===== src/hdl/fetch_pkg.sv =====
// fetch front end types
package fetch_pkg;

  ////////////////////////////////////////
  // vector types
  ////////////////////////////////////////

  // byte address on the instruction side
  typedef logic [31:0] addr_t;

  // raw memory word as returned by the bus
  typedef logic [31:0] word_t;

  // aligned instruction
  // compressed ones sit in the low half, upper half zero
  typedef logic [31:0] instr_t;

  ////////////////////////////////////////
  // fetch fsm
  ////////////////////////////////////////

  // WAIT_ABORTED swallows the response owed from before a branch
  typedef enum logic [1:0] {
    IDLE,
    WAIT_GNT,
    WAIT_RVALID,
    WAIT_ABORTED
  } fetch_state_e;

endpackage


===== src/hdl/fifo_in_if.sv =====
// fetch fifo input side
`timescale 1ns/100ps

interface fifo_in_if;

  // address slot handshake
  logic             addr_valid;
  logic             addr_ready;
  fetch_pkg::addr_t addr;
  // newest valid address held in the fifo
  fetch_pkg::addr_t last_addr;

  // returned word handshake
  logic             rdata_valid;
  logic             rdata_ready;
  fetch_pkg::word_t rdata;

  // fetch fsm side
  modport fsm (
    output addr_valid, addr, rdata_valid, rdata,
    input  addr_ready, rdata_ready, last_addr
  );

  // fifo side
  modport fifo (
    input  addr_valid, addr, rdata_valid, rdata,
    output addr_ready, rdata_ready, last_addr
  );

endinterface


===== src/hdl/fetch_out_if.sv =====
// buffered word stream to aligner
`timescale 1ns/100ps

interface fetch_out_if;

  // head word and its address
  logic             valid;
  logic             ready;
  fetch_pkg::word_t rdata;
  fetch_pkg::addr_t addr;

  // upper half of head joined with lower half of next word
  logic             unaligned_valid;
  fetch_pkg::word_t unaligned_rdata;

  // prefetch buffer side
  modport buffer (
    output valid, rdata, addr, unaligned_valid, unaligned_rdata,
    input  ready
  );

  // aligner side, only pops
  modport aligner (
    input  valid, rdata, addr, unaligned_valid, unaligned_rdata,
    output ready
  );

endinterface


===== src/hdl/fetch_fifo.sv =====
// fetch address and data fifo
`timescale 1ns/100ps

module fetch_fifo #(
  // two or more, the unaligned view needs a second slot
  parameter int FIFO_DEPTH = 3
) (
  input  logic        clk,
  input  logic        rst_n,
  // drops all content, keeps the address offered this cycle
  input  logic        clear_i,
  fifo_in_if.fifo     in_if,
  fetch_out_if.buffer out_if
);

  // slot 0 is the head in every array
  fetch_pkg::addr_t      addr_q   [FIFO_DEPTH];
  fetch_pkg::addr_t      addr_int [FIFO_DEPTH];
  fetch_pkg::addr_t      addr_d   [FIFO_DEPTH];
  fetch_pkg::word_t      rdata_q   [FIFO_DEPTH];
  fetch_pkg::word_t      rdata_int [FIFO_DEPTH];
  fetch_pkg::word_t      rdata_d   [FIFO_DEPTH];
  logic [FIFO_DEPTH-1:0] addr_valid_q;
  logic [FIFO_DEPTH-1:0] addr_valid_int;
  logic [FIFO_DEPTH-1:0] addr_valid_d;
  logic [FIFO_DEPTH-1:0] rdata_valid_q;
  logic [FIFO_DEPTH-1:0] rdata_valid_int;
  logic [FIFO_DEPTH-1:0] rdata_valid_d;

  // word following the head, from slot 1 or straight off the bus
  fetch_pkg::word_t next_word;
  logic             pop;

  ////////////////////////////////////////
  // output views
  ////////////////////////////////////////

  // head data bypasses the registers while it is still on the bus
  assign out_if.rdata = rdata_valid_q[0] ? rdata_q[0] : in_if.rdata;
  assign out_if.addr  = addr_q[0];
  assign out_if.valid = rdata_valid_q[0] | (addr_valid_q[0] & in_if.rdata_valid);

  assign next_word = rdata_valid_q[1] ? rdata_q[1] : in_if.rdata;
  assign out_if.unaligned_rdata = {next_word[15:0], rdata_q[0][31:16]};
  // head word stored and the next one either stored or arriving now
  assign out_if.unaligned_valid = rdata_valid_q[0] &
                                  (rdata_valid_q[1] | (addr_valid_q[1] & in_if.rdata_valid));

  assign pop = out_if.valid & out_if.ready;

  ////////////////////////////////////////
  // input side
  ////////////////////////////////////////

  // a clear frees every slot in the same cycle
  assign in_if.addr_ready  = clear_i | ~addr_valid_q[FIFO_DEPTH-1];
  assign in_if.rdata_ready = ~rdata_valid_q[FIFO_DEPTH-1];

  // newest valid address, head if nothing else is valid
  always_comb begin
    in_if.last_addr = addr_q[0];
    for (int i = 1; i < FIFO_DEPTH; i++) begin
      if (addr_valid_q[i]) begin
        in_if.last_addr = addr_q[i];
      end
    end
  end

  // write into the first free slot of each array
  always_comb begin : write_slots
    logic addr_placed;
    logic rdata_placed;
    addr_placed     = 1'b0;
    rdata_placed    = 1'b0;
    addr_int        = addr_q;
    addr_valid_int  = addr_valid_q;
    rdata_int       = rdata_q;
    rdata_valid_int = rdata_valid_q;
    for (int i = 0; i < FIFO_DEPTH; i++) begin
      if (in_if.addr_valid && in_if.addr_ready && !addr_placed && !addr_valid_q[i]) begin
        addr_int[i]       = in_if.addr;
        addr_valid_int[i] = 1'b1;
        addr_placed       = 1'b1;
      end
      if (in_if.rdata_valid && in_if.rdata_ready && !rdata_placed && !rdata_valid_q[i]) begin
        rdata_int[i]       = in_if.rdata;
        rdata_valid_int[i] = 1'b1;
        rdata_placed       = 1'b1;
      end
    end
  end

  // pop shifts every slot down by one
  always_comb begin
    addr_d        = addr_int;
    addr_valid_d  = addr_valid_int;
    rdata_d       = rdata_int;
    rdata_valid_d = rdata_valid_int;
    if (pop) begin
      for (int i = 0; i < FIFO_DEPTH-1; i++) begin
        addr_d[i]  = addr_int[i+1];
        rdata_d[i] = rdata_int[i+1];
      end
      addr_d[FIFO_DEPTH-1]  = '0;
      rdata_d[FIFO_DEPTH-1] = '0;
      addr_valid_d  = addr_valid_int >> 1;
      rdata_valid_d = rdata_valid_int >> 1;
    end
  end

  ////////////////////////////////////////
  // registers
  ////////////////////////////////////////

  // addresses feed last_addr and the next fetch address
  always_ff @(posedge clk or negedge rst_n) begin
    if (!rst_n) begin
      addr_q        <= '{default: '0};
      addr_valid_q  <= '0;
      rdata_valid_q <= '0;
    end else if (clear_i) begin
      // restart with the branch target as the only entry
      addr_q[0]     <= in_if.addr;
      addr_valid_q  <= {{(FIFO_DEPTH-1){1'b0}}, in_if.addr_valid};
      rdata_valid_q <= '0;
    end else begin
      addr_q        <= addr_d;
      addr_valid_q  <= addr_valid_d;
      rdata_valid_q <= rdata_valid_d;
    end
  end

  // data words, qualified by rdata_valid_q
  always_ff @(posedge clk) begin
    rdata_q <= rdata_d;
  end

endmodule


===== src/hdl/prefetch_buffer.sv =====
// instruction prefetch buffer
`timescale 1ns/100ps

module prefetch_buffer #(
  parameter int FIFO_DEPTH = 3
) (
  input  logic               clk,
  input  logic               rst_n,
  input  logic               fetch_en_i,
  // single cycle flush and restart
  input  logic               branch_i,
  input  fetch_pkg::addr_t   branch_addr_i,
  fetch_out_if.buffer        out_if,
  // instruction memory bus
  output logic               imem_req_o,
  output fetch_pkg::addr_t   imem_addr_o,
  input  logic               imem_gnt_i,
  input  logic               imem_rvalid_i,
  input  fetch_pkg::word_t   imem_rdata_i,
  output logic               busy_o
);

  fetch_pkg::fetch_state_e state_q;
  fetch_pkg::fetch_state_e state_d;
  fetch_pkg::addr_t        addr_next;

  // push strobes toward the fifo
  logic addr_push;
  logic rdata_push;
  // room for one more access
  logic can_issue;

  fifo_in_if fifo_in ();

  ////////////////////////////////////////
  // next address
  ////////////////////////////////////////

  // branch target is word aligned here, the aligner keeps bit 1
  assign addr_next = branch_i ? {branch_addr_i[31:2], 2'b00}
                              : fifo_in.last_addr + 32'd4;

  assign can_issue = fetch_en_i & fifo_in.addr_ready & fifo_in.rdata_ready;

  assign fifo_in.addr_valid  = addr_push;
  assign fifo_in.addr        = addr_next;
  assign fifo_in.rdata_valid = rdata_push;
  assign fifo_in.rdata       = imem_rdata_i;

  assign busy_o = (state_q != fetch_pkg::IDLE) | imem_req_o;

  fetch_fifo #(
    .FIFO_DEPTH (FIFO_DEPTH)
  ) u_fetch_fifo (
    .clk     (clk),
    .rst_n   (rst_n),
    .clear_i (branch_i),
    .in_if   (fifo_in.fifo),
    .out_if  (out_if)
  );

  ////////////////////////////////////////
  // fetch fsm
  ////////////////////////////////////////

  always_comb begin
    state_d     = state_q;
    imem_req_o  = 1'b0;
    imem_addr_o = addr_next;
    addr_push   = 1'b0;
    rdata_push  = 1'b0;

    unique case (state_q)
      // nothing outstanding
      fetch_pkg::IDLE: begin
        if (can_issue || branch_i) begin
          imem_req_o = 1'b1;
          addr_push  = 1'b1;
          state_d    = imem_gnt_i ? fetch_pkg::WAIT_RVALID : fetch_pkg::WAIT_GNT;
        end
      end

      // request up, keep the address until granted
      fetch_pkg::WAIT_GNT: begin
        imem_req_o = 1'b1;
        if (branch_i) begin
          // swap in the target before it is granted
          addr_push = 1'b1;
        end else begin
          imem_addr_o = fifo_in.last_addr;
        end
        if (imem_gnt_i) begin
          state_d = fetch_pkg::WAIT_RVALID;
        end
      end

      // granted, next request only once the word is back
      fetch_pkg::WAIT_RVALID: begin
        if (imem_rvalid_i) begin
          // dropped by the fifo clear on a branch
          rdata_push = 1'b1;
          if (can_issue || branch_i) begin
            imem_req_o = 1'b1;
            addr_push  = 1'b1;
            state_d    = imem_gnt_i ? fetch_pkg::WAIT_RVALID : fetch_pkg::WAIT_GNT;
          end else begin
            state_d = fetch_pkg::IDLE;
          end
        end else if (branch_i) begin
          // park the target, the old word is still owed
          addr_push = 1'b1;
          state_d   = fetch_pkg::WAIT_ABORTED;
        end
      end

      // stale response pending, target already in the fifo
      fetch_pkg::WAIT_ABORTED: begin
        if (branch_i) begin
          addr_push = 1'b1;
        end else begin
          imem_addr_o = fifo_in.last_addr;
        end
        // request in the cycle the stale word drains
        if (imem_rvalid_i) begin
          imem_req_o = 1'b1;
          state_d    = imem_gnt_i ? fetch_pkg::WAIT_RVALID : fetch_pkg::WAIT_GNT;
        end
      end

      default: begin
        state_d = fetch_pkg::IDLE;
      end
    endcase
  end

  always_ff @(posedge clk or negedge rst_n) begin
    if (!rst_n) begin
      state_q <= fetch_pkg::IDLE;
    end else begin
      state_q <= state_d;
    end
  end

endmodule


===== src/hdl/instr_aligner.sv =====
// compressed instruction aligner
`timescale 1ns/100ps

module instr_aligner (
  input  logic               clk,
  input  logic               rst_n,
  input  logic               branch_i,
  input  fetch_pkg::addr_t   branch_addr_i,
  fetch_out_if.aligner       in_if,
  output logic               instr_valid_o,
  output fetch_pkg::instr_t  instr_o,
  output fetch_pkg::addr_t   pc_o,
  output logic               compressed_o,
  input  logic               instr_ready_i
);

  // 1 when the next instruction starts in the upper half
  logic offset_q;
  logic offset_d;
  // instruction available before the branch gate
  logic avail;
  // delivered instruction ends the head word
  logic pop_head;
  logic fire;

  logic [15:0] lo_half;
  logic [15:0] hi_half;

  assign lo_half = in_if.rdata[15:0];
  assign hi_half = in_if.rdata[31:16];

  // bits 1:0 equal to 11 mark a full length instruction
  always_comb begin
    avail        = in_if.valid;
    instr_o      = in_if.rdata;
    compressed_o = 1'b0;
    pop_head     = 1'b0;
    offset_d     = offset_q;
    if (!offset_q) begin
      if (lo_half[1:0] != 2'b11) begin
        // low half compressed, word stays at the head
        instr_o      = {16'h0000, lo_half};
        compressed_o = 1'b1;
        offset_d     = 1'b1;
      end else begin
        pop_head = 1'b1;
      end
    end else begin
      if (hi_half[1:0] != 2'b11) begin
        instr_o      = {16'h0000, hi_half};
        compressed_o = 1'b1;
        pop_head     = 1'b1;
        offset_d     = 1'b0;
      end else begin
        // straddles into the next word, offset stays 1
        avail    = in_if.valid & in_if.unaligned_valid;
        instr_o  = in_if.unaligned_rdata;
        pop_head = 1'b1;
      end
    end
  end

  // words on the branch cycle are stale
  assign instr_valid_o = avail & ~branch_i;
  assign fire          = instr_valid_o & instr_ready_i;
  assign in_if.ready   = fire & pop_head;

  assign pc_o = in_if.addr + (offset_q ? 32'd2 : 32'd0);

  always_ff @(posedge clk or negedge rst_n) begin
    if (!rst_n) begin
      offset_q <= 1'b0;
    end else if (branch_i) begin
      offset_q <= branch_addr_i[1];
    end else if (fire) begin
      offset_q <= offset_d;
    end
  end

endmodule


===== src/hdl/fetch_unit.sv =====
// instruction fetch unit top
`timescale 1ns/100ps

module fetch_unit #(
  // fifo slots, two or more
  parameter int FIFO_DEPTH = 3
) (
  input  logic              clk,
  input  logic              rst_n,
  input  logic              fetch_en_i,
  input  logic              branch_i,
  input  fetch_pkg::addr_t  branch_addr_i,
  // aligned instruction stream
  output logic              instr_valid_o,
  output fetch_pkg::instr_t instr_o,
  output fetch_pkg::addr_t  pc_o,
  output logic              compressed_o,
  input  logic              instr_ready_i,
  output logic              busy_o,
  // instruction memory bus
  output logic              imem_req_o,
  output fetch_pkg::addr_t  imem_addr_o,
  input  logic              imem_gnt_i,
  input  logic              imem_rvalid_i,
  input  fetch_pkg::word_t  imem_rdata_i
);

  // buffered words toward the aligner
  fetch_out_if fetch_out ();

  prefetch_buffer #(
    .FIFO_DEPTH (FIFO_DEPTH)
  ) u_prefetch_buffer (
    .clk           (clk),
    .rst_n         (rst_n),
    .fetch_en_i    (fetch_en_i),
    .branch_i      (branch_i),
    .branch_addr_i (branch_addr_i),
    .out_if        (fetch_out.buffer),
    .imem_req_o    (imem_req_o),
    .imem_addr_o   (imem_addr_o),
    .imem_gnt_i    (imem_gnt_i),
    .imem_rvalid_i (imem_rvalid_i),
    .imem_rdata_i  (imem_rdata_i),
    .busy_o        (busy_o)
  );

  // same branch pulse, loads the halfword offset
  instr_aligner u_instr_aligner (
    .clk           (clk),
    .rst_n         (rst_n),
    .branch_i      (branch_i),
    .branch_addr_i (branch_addr_i),
    .in_if         (fetch_out.aligner),
    .instr_valid_o (instr_valid_o),
    .instr_o       (instr_o),
    .pc_o          (pc_o),
    .compressed_o  (compressed_o),
    .instr_ready_i (instr_ready_i)
  );

endmodule


===== config.mk =====
export PLATFORM = sky130hd
export DESIGN_NAME = fetch_unit
export DESIGN_NICKNAME = d
export VERILOG_FILES = /design/src/hdl/fetch_pkg.sv /design/src/hdl/fifo_in_if.sv /design/src/hdl/fetch_out_if.sv /design/src/hdl/fetch_fifo.sv /design/src/hdl/prefetch_buffer.sv /design/src/hdl/instr_aligner.sv /design/src/hdl/fetch_unit.sv
export SDC_FILE = /design/constraint.sdc
export NUM_CORES = 1
export LEC_CHECK = 0
export ABC_AREA = 0
export BUFFER_PORTS_ARGS = -buffer_cell sky130_fd_sc_hd__buf_2
export CORE_MARGIN = 2
export CORE_UTILIZATION = 25
export DETAILED_ROUTE_END_ITERATION = 8
export GPL_ROUTABILITY_DRIVEN = 0
export PLACE_DENSITY = 0.53
export SLEW_MARGIN = 0
export SYNTH_ARGS = -nofsm -noshare
export SYNTH_HDL_FRONTEND = slang
export SYNTH_HIERARCHICAL = 1
export SYNTH_SLANG_ARGS = --single-unit

===== constraint.sdc =====
create_clock -name clk -period 3.8 [get_ports clk]
set_input_delay 0.57 -clock clk [delete_from_list [all_inputs] [get_ports clk]]
set_output_delay 0.57 -clock clk [all_outputs]
set_load 0.005 [all_outputs]

Word-level counts from Yosys, hierarchy flattened
Index checks and enable logic that the tools add are counted.
{ "totals": {"regBits": 201, "latch_bits": 0, "ram_bits": 0, "romBits": 0, "input_bits": 71, "output_inout_bits": 100, "wordCells": 132, "n_memories": 0} }
{ "classes": {"add_sub_neg": 2, "multipliers": 0, "div": 0, "n_lt_le_gt_ge": 0, "n_eq_ne": 9, "shifts": 0, "muxes": 61, "n_bitwise": 17, "reduce_logical": 31} }
{ "ops": {"columns": ["operator", "n"], "rows": [
  ["$mux 32", 16],
  ["$mux 96", 2],
  ["$add 32x3->32 const B", 1],
  ["$add 32x32->32", 1],
  ["$mux 1", 27],
  ["$mux 16", 1],
  ["$mux 2", 8],
  ["$logic_and 1x1->1", 12],
  ["$mux 3", 4],
  ["$and 1x1->1", 10],
  ["$logic_not 1->1", 10],
  ["$ne 2x2->1 const B", 4],
  ["$pmux 2 s4", 1],
  ["$reduce_bool 2->1", 3],
  ["$reduce_bool 3->1", 2],
  ["$eq 2x2->1 const B", 2],
  ["$or 1x1->1", 4],
  ["$pmux 1 s4", 1],
  ["$reduce_and 4->1", 1],
  ["$ne 3x3->1 const B", 1],
  ["$not 1->1", 3],
  ["$pmux 1 s3", 1],
  ["$eq 2x1->1 const B", 1],
  ["$logic_not 2->1", 1],
  ["3 further kinds", 3]
]} }

Logic depth before layout (Yosys ltp)
{ "depth": {"word_depth": 21, "depth_mapped": 15, "depth_no_buf": 12} }

By module
The synthesis kept the hierarchy.
{ "by_module_without_submodules": {"columns": ["mod", "n_inst", "cells_per_inst", "area_each_um2", "seq_area_each_um2"], "rows": [
  ["fetch_fifo", 1, 972, 9537.9, 4794.6],
  ["prefetch_buffer", 1, 252, 1885.6, 50.0],
  ["instr_aligner", 1, 170, 1224.9, 25.0]
]} }

Worst setup path after synthesis
OpenSTA, ideal clock, no wires.
{ "synth_path": {"kind": "reg-to-reg", "startpoint": "register u_prefetch_buffer.u_fetch_fifo.rdata_valid_q[0]", "endpoint": "register u_prefetch_buffer.u_fetch_fifo.rdata_q, in the netlist u_prefetch_buffer/u_fetch_fifo/out_if.unaligned_rdata[0] (enable)", "setup_ns": 0.466, "arrival_ns": 3.658, "t_required_ns": 3.334, "setup_slack_ns": -0.323, "stages_incl_launch_ff": 10, "path_buffers": 3, "synth_period_minus_slack_ns": 4.123, "path_cell_list": "dfrtp_1 > clkbuf_1 > buf_1 > mux2_2 > and4b_1 > and4bb_2 > nor2b_1 > clkbuf_1 > nand2_1 > o21ai_0"} }
{ "synth_via": {"elab_chain_cells": 9, "word_cells_on_any_way": 17, "cone_classes": "eq/ne (2); mux (5); bitwise (7); reduce/logical (3)"} }
{ "synth_lines": {"columns": ["item", "line_no", "source"], "rows": [
  ["start, declared", "fetch_fifo.sv:26", "logic [FIFO_DEPTH-1:0] rdata_valid_q;"],
  ["start signal, assigned", "fetch_fifo.sv:129", "rdata_valid_q <= rdata_valid_d;"],
  ["$mux 32", "fetch_fifo.sv:39", "assign out_if.rdata = rdata_valid_q[0] ? rdata_q[0] : in_if.rdata;"],
  ["net fetch_out.rdata[16]", "fetch_out_if.sv:9", "fetch_pkg::word_t rdata;"],
  ["$ne 2x2->1", "instr_aligner.sv:49", "if (hi_half[1:0] != 2'b11) begin"],
  ["$mux 1", "instr_aligner.sv:49", null],
  ["$mux 1", "instr_aligner.sv:39", "if (!offset_q) begin"],
  ["$and 1x1->1", "instr_aligner.sv:64", "assign instr_valid_o = avail & ~branch_i;"],
  ["$and 1x1->1", "instr_aligner.sv:65", "assign fire = instr_valid_o & instr_ready_i;"],
  ["$and 1x1->1", "instr_aligner.sv:66", "assign in_if.ready = fire & pop_head;"],
  ["net fetch_out.ready", "fetch_out_if.sv:8", "logic ready;"],
  ["$and 1x1->1", "fetch_fifo.sv:49", "assign pop = out_if.valid & out_if.ready;"],
  ["$reduce_bool 2->1 (no line)", null, null],
  ["end signal, assigned", "fetch_fifo.sv:135", "rdata_q <= rdata_d;"],
  ["end, declared", "fetch_fifo.sv:20", "fetch_pkg::word_t rdata_q [FIFO_DEPTH];"]
]} }
The timed path passes the listed nets, and every way through them passes these cells.
A chain may end at the register's enable or synchronous reset.

Final worst setup path
{ "layout_path": {"startpoint": "register u_prefetch_buffer.u_fetch_fifo.addr_valid_q[1]", "endpoint": "output port imem_addr_o[23]"} }
{ "layout_via": {"elab_chain_cells": 6} }
{ "layout_lines": {"columns": ["item", "line_no", "source"], "rows": [
  ["start, declared", "fetch_fifo.sv:23", "logic [FIFO_DEPTH-1:0] addr_valid_q;"],
  ["start signal, assigned", "fetch_fifo.sv:124", "addr_valid_q <= {{(FIFO_DEPTH-1){1'b0}}, in_if.addr_valid};"],
  ["start signal, assigned", "fetch_fifo.sv:128", "addr_valid_q <= addr_valid_d;"],
  ["$mux 32 * (2 in a row)", "fetch_fifo.sv:63", "if (addr_valid_q[i]) begin"],
  ["net u_prefetch_buffer.fifo_in.last_addr[3]", "fifo_in_if.sv:11", "fetch_pkg::addr_t last_addr;"],
  ["$add 32x3->32 *", "prefetch_buffer.sv:41", ": fifo_in.last_addr + 32'd4;"],
  ["$mux 32 *", "prefetch_buffer.sv:40", "assign addr_next = branch_i ? {branch_addr_i[31:2], 2'b00}"],
  ["$mux 32", "prefetch_buffer.sv:86, prefetch_buffer.sv:118", null],
  ["$mux 32 *", null, null],
  ["end, declared", "fetch_unit.sv:22", "output fetch_pkg::addr_t imem_addr_o,"]
]} }
Mark *: on every way through the listed nets, which the timed path passes. The rest lies on a longest branch.

==> metrics.txt <==
CTS clk-pin slew, worst paths=0.06 ns; vias in the first global route=10800; die height=229 µm; count of final max-slew check failures=0; Final Hold Viols=0; Final Critical Period=3.72 ns; drt via density=5.00; Worst setup SP type=flop; crit-path cells=buf_6 > mux2i_1 > o21ai_1 > and4_1 > or4b_4 > nor4b_4 > mux2i_2 > buf_2; Clock Sinks=201; root buf cell=clkbuf_16; Clock Tree Buf Depth=3; routed via count=11100; DIE WIDTH=229 µm; num rows=82; endpoints failing setup=0; post-synth top area share=20.8%; period utilization=98.0%; crit-path max cell delay=0.59 ns; Ys Warns=6; largest net degree at the start of global routing=65; fin cells=2225; first-pass GRT wire length=63600 µm; CTS H-tree lvls=1; relative slew slack=39.4%; reg-to-reg startpoint=u_prefetch_buffer/state_q[0]; port buffer count=169; status=finished, final reports clean; end of the worst register-to-register path=u_prefetch_buffer/u_fetch_fifo/addr_q[27]; HPWL Detailed=27700 µm; worst setup margin=0.0752 ns; Primary FF master, synth=dfrtp_1; Yosys reg bits=201; Top Ports=171; RSZ-0062 raised after global routing=true; all-layer global routing usage=15.2%; Die ar.=52400 µm²; antenna violations before repair=12; hold buffers post-CTS=0; Routed WL=42100 µm; mapped cell area=12600 µm²; DRC=0; # fillers=5302; r2r setup slk=0.32 ns; clk_skew=0.0173 ns; biggest area consumer among synthesized cells=dfrtp_1; FMAX=268 MHz; Worst VDD drop=0.355 mV; fraction of registers with async set/reset=52.2%; Iter 0 DRT Violations=807; Post-synth EDFFs=32; Post-Place Setup Slack=0.213 ns; top cells by area, synth=dfrtp_1, dfxtp_1, mux2i_1, mux2_2, edfxtp_1; CP Data Arrival Time=3.15 ns; FF-to-FF path depth=15; CTS tree=built; Starting Density=25.3%; TritonRoute pass-1 iters=7; clk_lat worst skew=0.53 ns; CP max FO=11; syn nets=1473; share of layout cells above drive strength 1=28.6%; Buf/Inv on CP=2; slowest CP cell=or4b_4; final antenna-violating net count=0; Syn Area/Cell=9.07 µm²; Final nets=1607; Gate Count Post-Synth=1394; CP required=3.23 ns; CORE AREA=50100 µm²; DR WL/cell=18.9 µm; register area share after synthesis=38.5%; Max Cap Viol=0; CTS buffer count=24; power density cells=763 nW/µm²; Crit path max-delay family=simple AND/OR/NAND/NOR gates; P&R area growth vs syn=20.8%; crit end category=primary output; crit path kind=reg -> out; top cell types by occurrence after synthesis=nand2_1, nor2_1, mux2i_1, dfrtp_1, mux2_2; Leak=6.48 nW; worst slew pin tran=0.909 ns; Placed Instances=2154; Netlist cell types=69; grt total ovfl=0; Hold/Removal Path Class=in -> async; most frequent cell after synthesis=nand2_1
[power breakdown]
part / switching [mW] / leakage, nW / internal [mW]
Clock: 0.952 / 0.389 / 1.34
Sequential: 0.706 / 2.10 / 2.99
Combinational: 3.16 / 3.99 / 2.51
Total: 4.82 / 6.48 / 6.84
[per-stage QoR]
step,setup TNS (ns),hold WS (ns),util [%],power [mW],cell area (µm²)
3_3_place_gp,0,0.443,28.3,8.88,14100
4_1_cts,-0.0176,0.144,30.0,11.4,15000
5_1_grt,-0.0742,0.180,30.5,12.4,15300
3_5_place_dp,0,0.447,28.3,9.01,14100
6_report,0,0.132,30.5,11.7,15300
2_1_floorplan,0,0.274,-,7.22,12700
[placed cells by master (no fill, tap or decap), types with 5 or more instances in the layout]
| cell type | netlist | routed |
|---|---|---|
| a21oi_1 | 56 | 55 |
| a221o_1 | 32 | 31 |
| a22o_1 | 49 | 49 |
| a31oi_1 | 36 | 36 |
| and2_1 | 35 | 34 |
| and3_1 | 6 | 6 |
| buf_2 | 27 | 169 |
| buf_4 | 52 | 81 |
| clkbuf_1 | 54 | 6 |
| clkbuf_16 | 0 | 26 |
| clkbuf_8 | 0 | 7 |
| dfrtp_1 | 105 | 103 |
| dfxtp_1 | 64 | 64 |
| diode_2 | 0 | 7 |
| edfxtp_1 | 32 | 32 |
| ha_1 | 8 | 8 |
| inv_1 | 18 | 18 |
| mux2_2 | 90 | 90 |
| mux2i_1 | 118 | 115 |
| nand2_1 | 203 | 202 |
| nand3_1 | 30 | 29 |
| nand4_1 | 28 | 28 |
| nor2_1 | 135 | 133 |
| nor2b_1 | 6 | 6 |
| nor3_1 | 14 | 8 |
| nor3_2 | 1 | 5 |
| nor4_2 | 4 | 6 |
| o21ai_0 | 45 | 18 |
| o21ai_1 | 0 | 15 |
| o21ai_2 | 0 | 12 |
| o22ai_1 | 32 | 32 |
| xnor2_1 | 30 | 30 |
| xor2_1 | 12 | 12 |
[per-layer routing]
layer,up-vias,part of all wire (%),GRT usage [%]
li1,5252,-,-
met1,5424,44,20.1
met2,369,45,23.7
met3,72,8.5,4.90
met4,6,2.7,4.40
met5,-,0.083,0
[final cells by class]
type                            instances  area (µm²)  share of cell area (%)
Multi-Input combinational cell       1026        7120                    46.6
Clock buffer                           38         744                    4.87
Antenna cell                            7        17.5                   0.115
Tap cell                              672         841                    5.50
Clock inverter                          6        37.5                   0.246
Inverter                               19        71.3                   0.467
Sequential cell                       201        4870                    31.9
Timing Repair Buffer                  256        1570                    10.3
[cells by family after synthesis]
group / Yosys count / synth area share [%]
muxes: 210 / 17.5
AOI/OAI and AO/OA: 267 / 14.5
xor gates and xnor gates: 42 / 2.91
DFF: 201 / 38.5
and+or+nand+nor: 499 / 19.0
buffers and inverters: 167 / 6.84
adders and majority gates: 8 / 0.791
[flip-flops by register name (all words and copies together) (netlist names)]
name and flops:
u_prefetch_buffer/u_fetch_fifo/out_if.unaligned_rdata 16, u_instr_aligner/offset_q 1, u_prefetch_buffer/u_fetch_fifo/out_if.addr 32, u_prefetch_buffer/u_fetch_fifo/addr_q 64
u_prefetch_buffer/u_fetch_fifo/addr_valid_q 3, u_prefetch_buffer/state_q 2, u_prefetch_buffer/u_fetch_fifo/rdata_q 80, u_prefetch_buffer/u_fetch_fifo/rdata_valid_q 3
[timing repair]
action / in CTS / in global routing
pin swaps: 2 / 8
gates resized for setup: 17 / 44
setup endpoints to repair: 17 / 50
buffers inserted: 7 / 11
gates cloned: 0 / 2
[worst max path at each step]
| stage | from | endpoint | slack, ns | depth (start not counted) |
|---|---|---|---|---|
| global route | u_prefetch_buffer/u_fetch_fifo/addr_valid_q[1] | imem_addr_o[23] | -0.04 | 8 |
| detailed placement | u_prefetch_buffer/u_fetch_fifo/addr_valid_q[1] | imem_addr_o[27] | 0.21 | 8 |
| finish | u_prefetch_buffer/u_fetch_fifo/addr_valid_q[1] | imem_addr_o[23] | 0.08 | 8 |
| global placement | u_prefetch_buffer/u_fetch_fifo/addr_valid_q[1] | imem_addr_o[27] | 0.19 | 8 |
| floorplan | u_prefetch_buffer/u_fetch_fifo/rdata_valid_q[0] | u_prefetch_buffer/u_fetch_fifo/rdata_q[69] | 0.25 | 12 |
| CTS | u_prefetch_buffer/u_fetch_fifo/addr_valid_q[2] | imem_addr_o[27] | -0.009 | 7 |
Power figures use the tool's default switching activity.
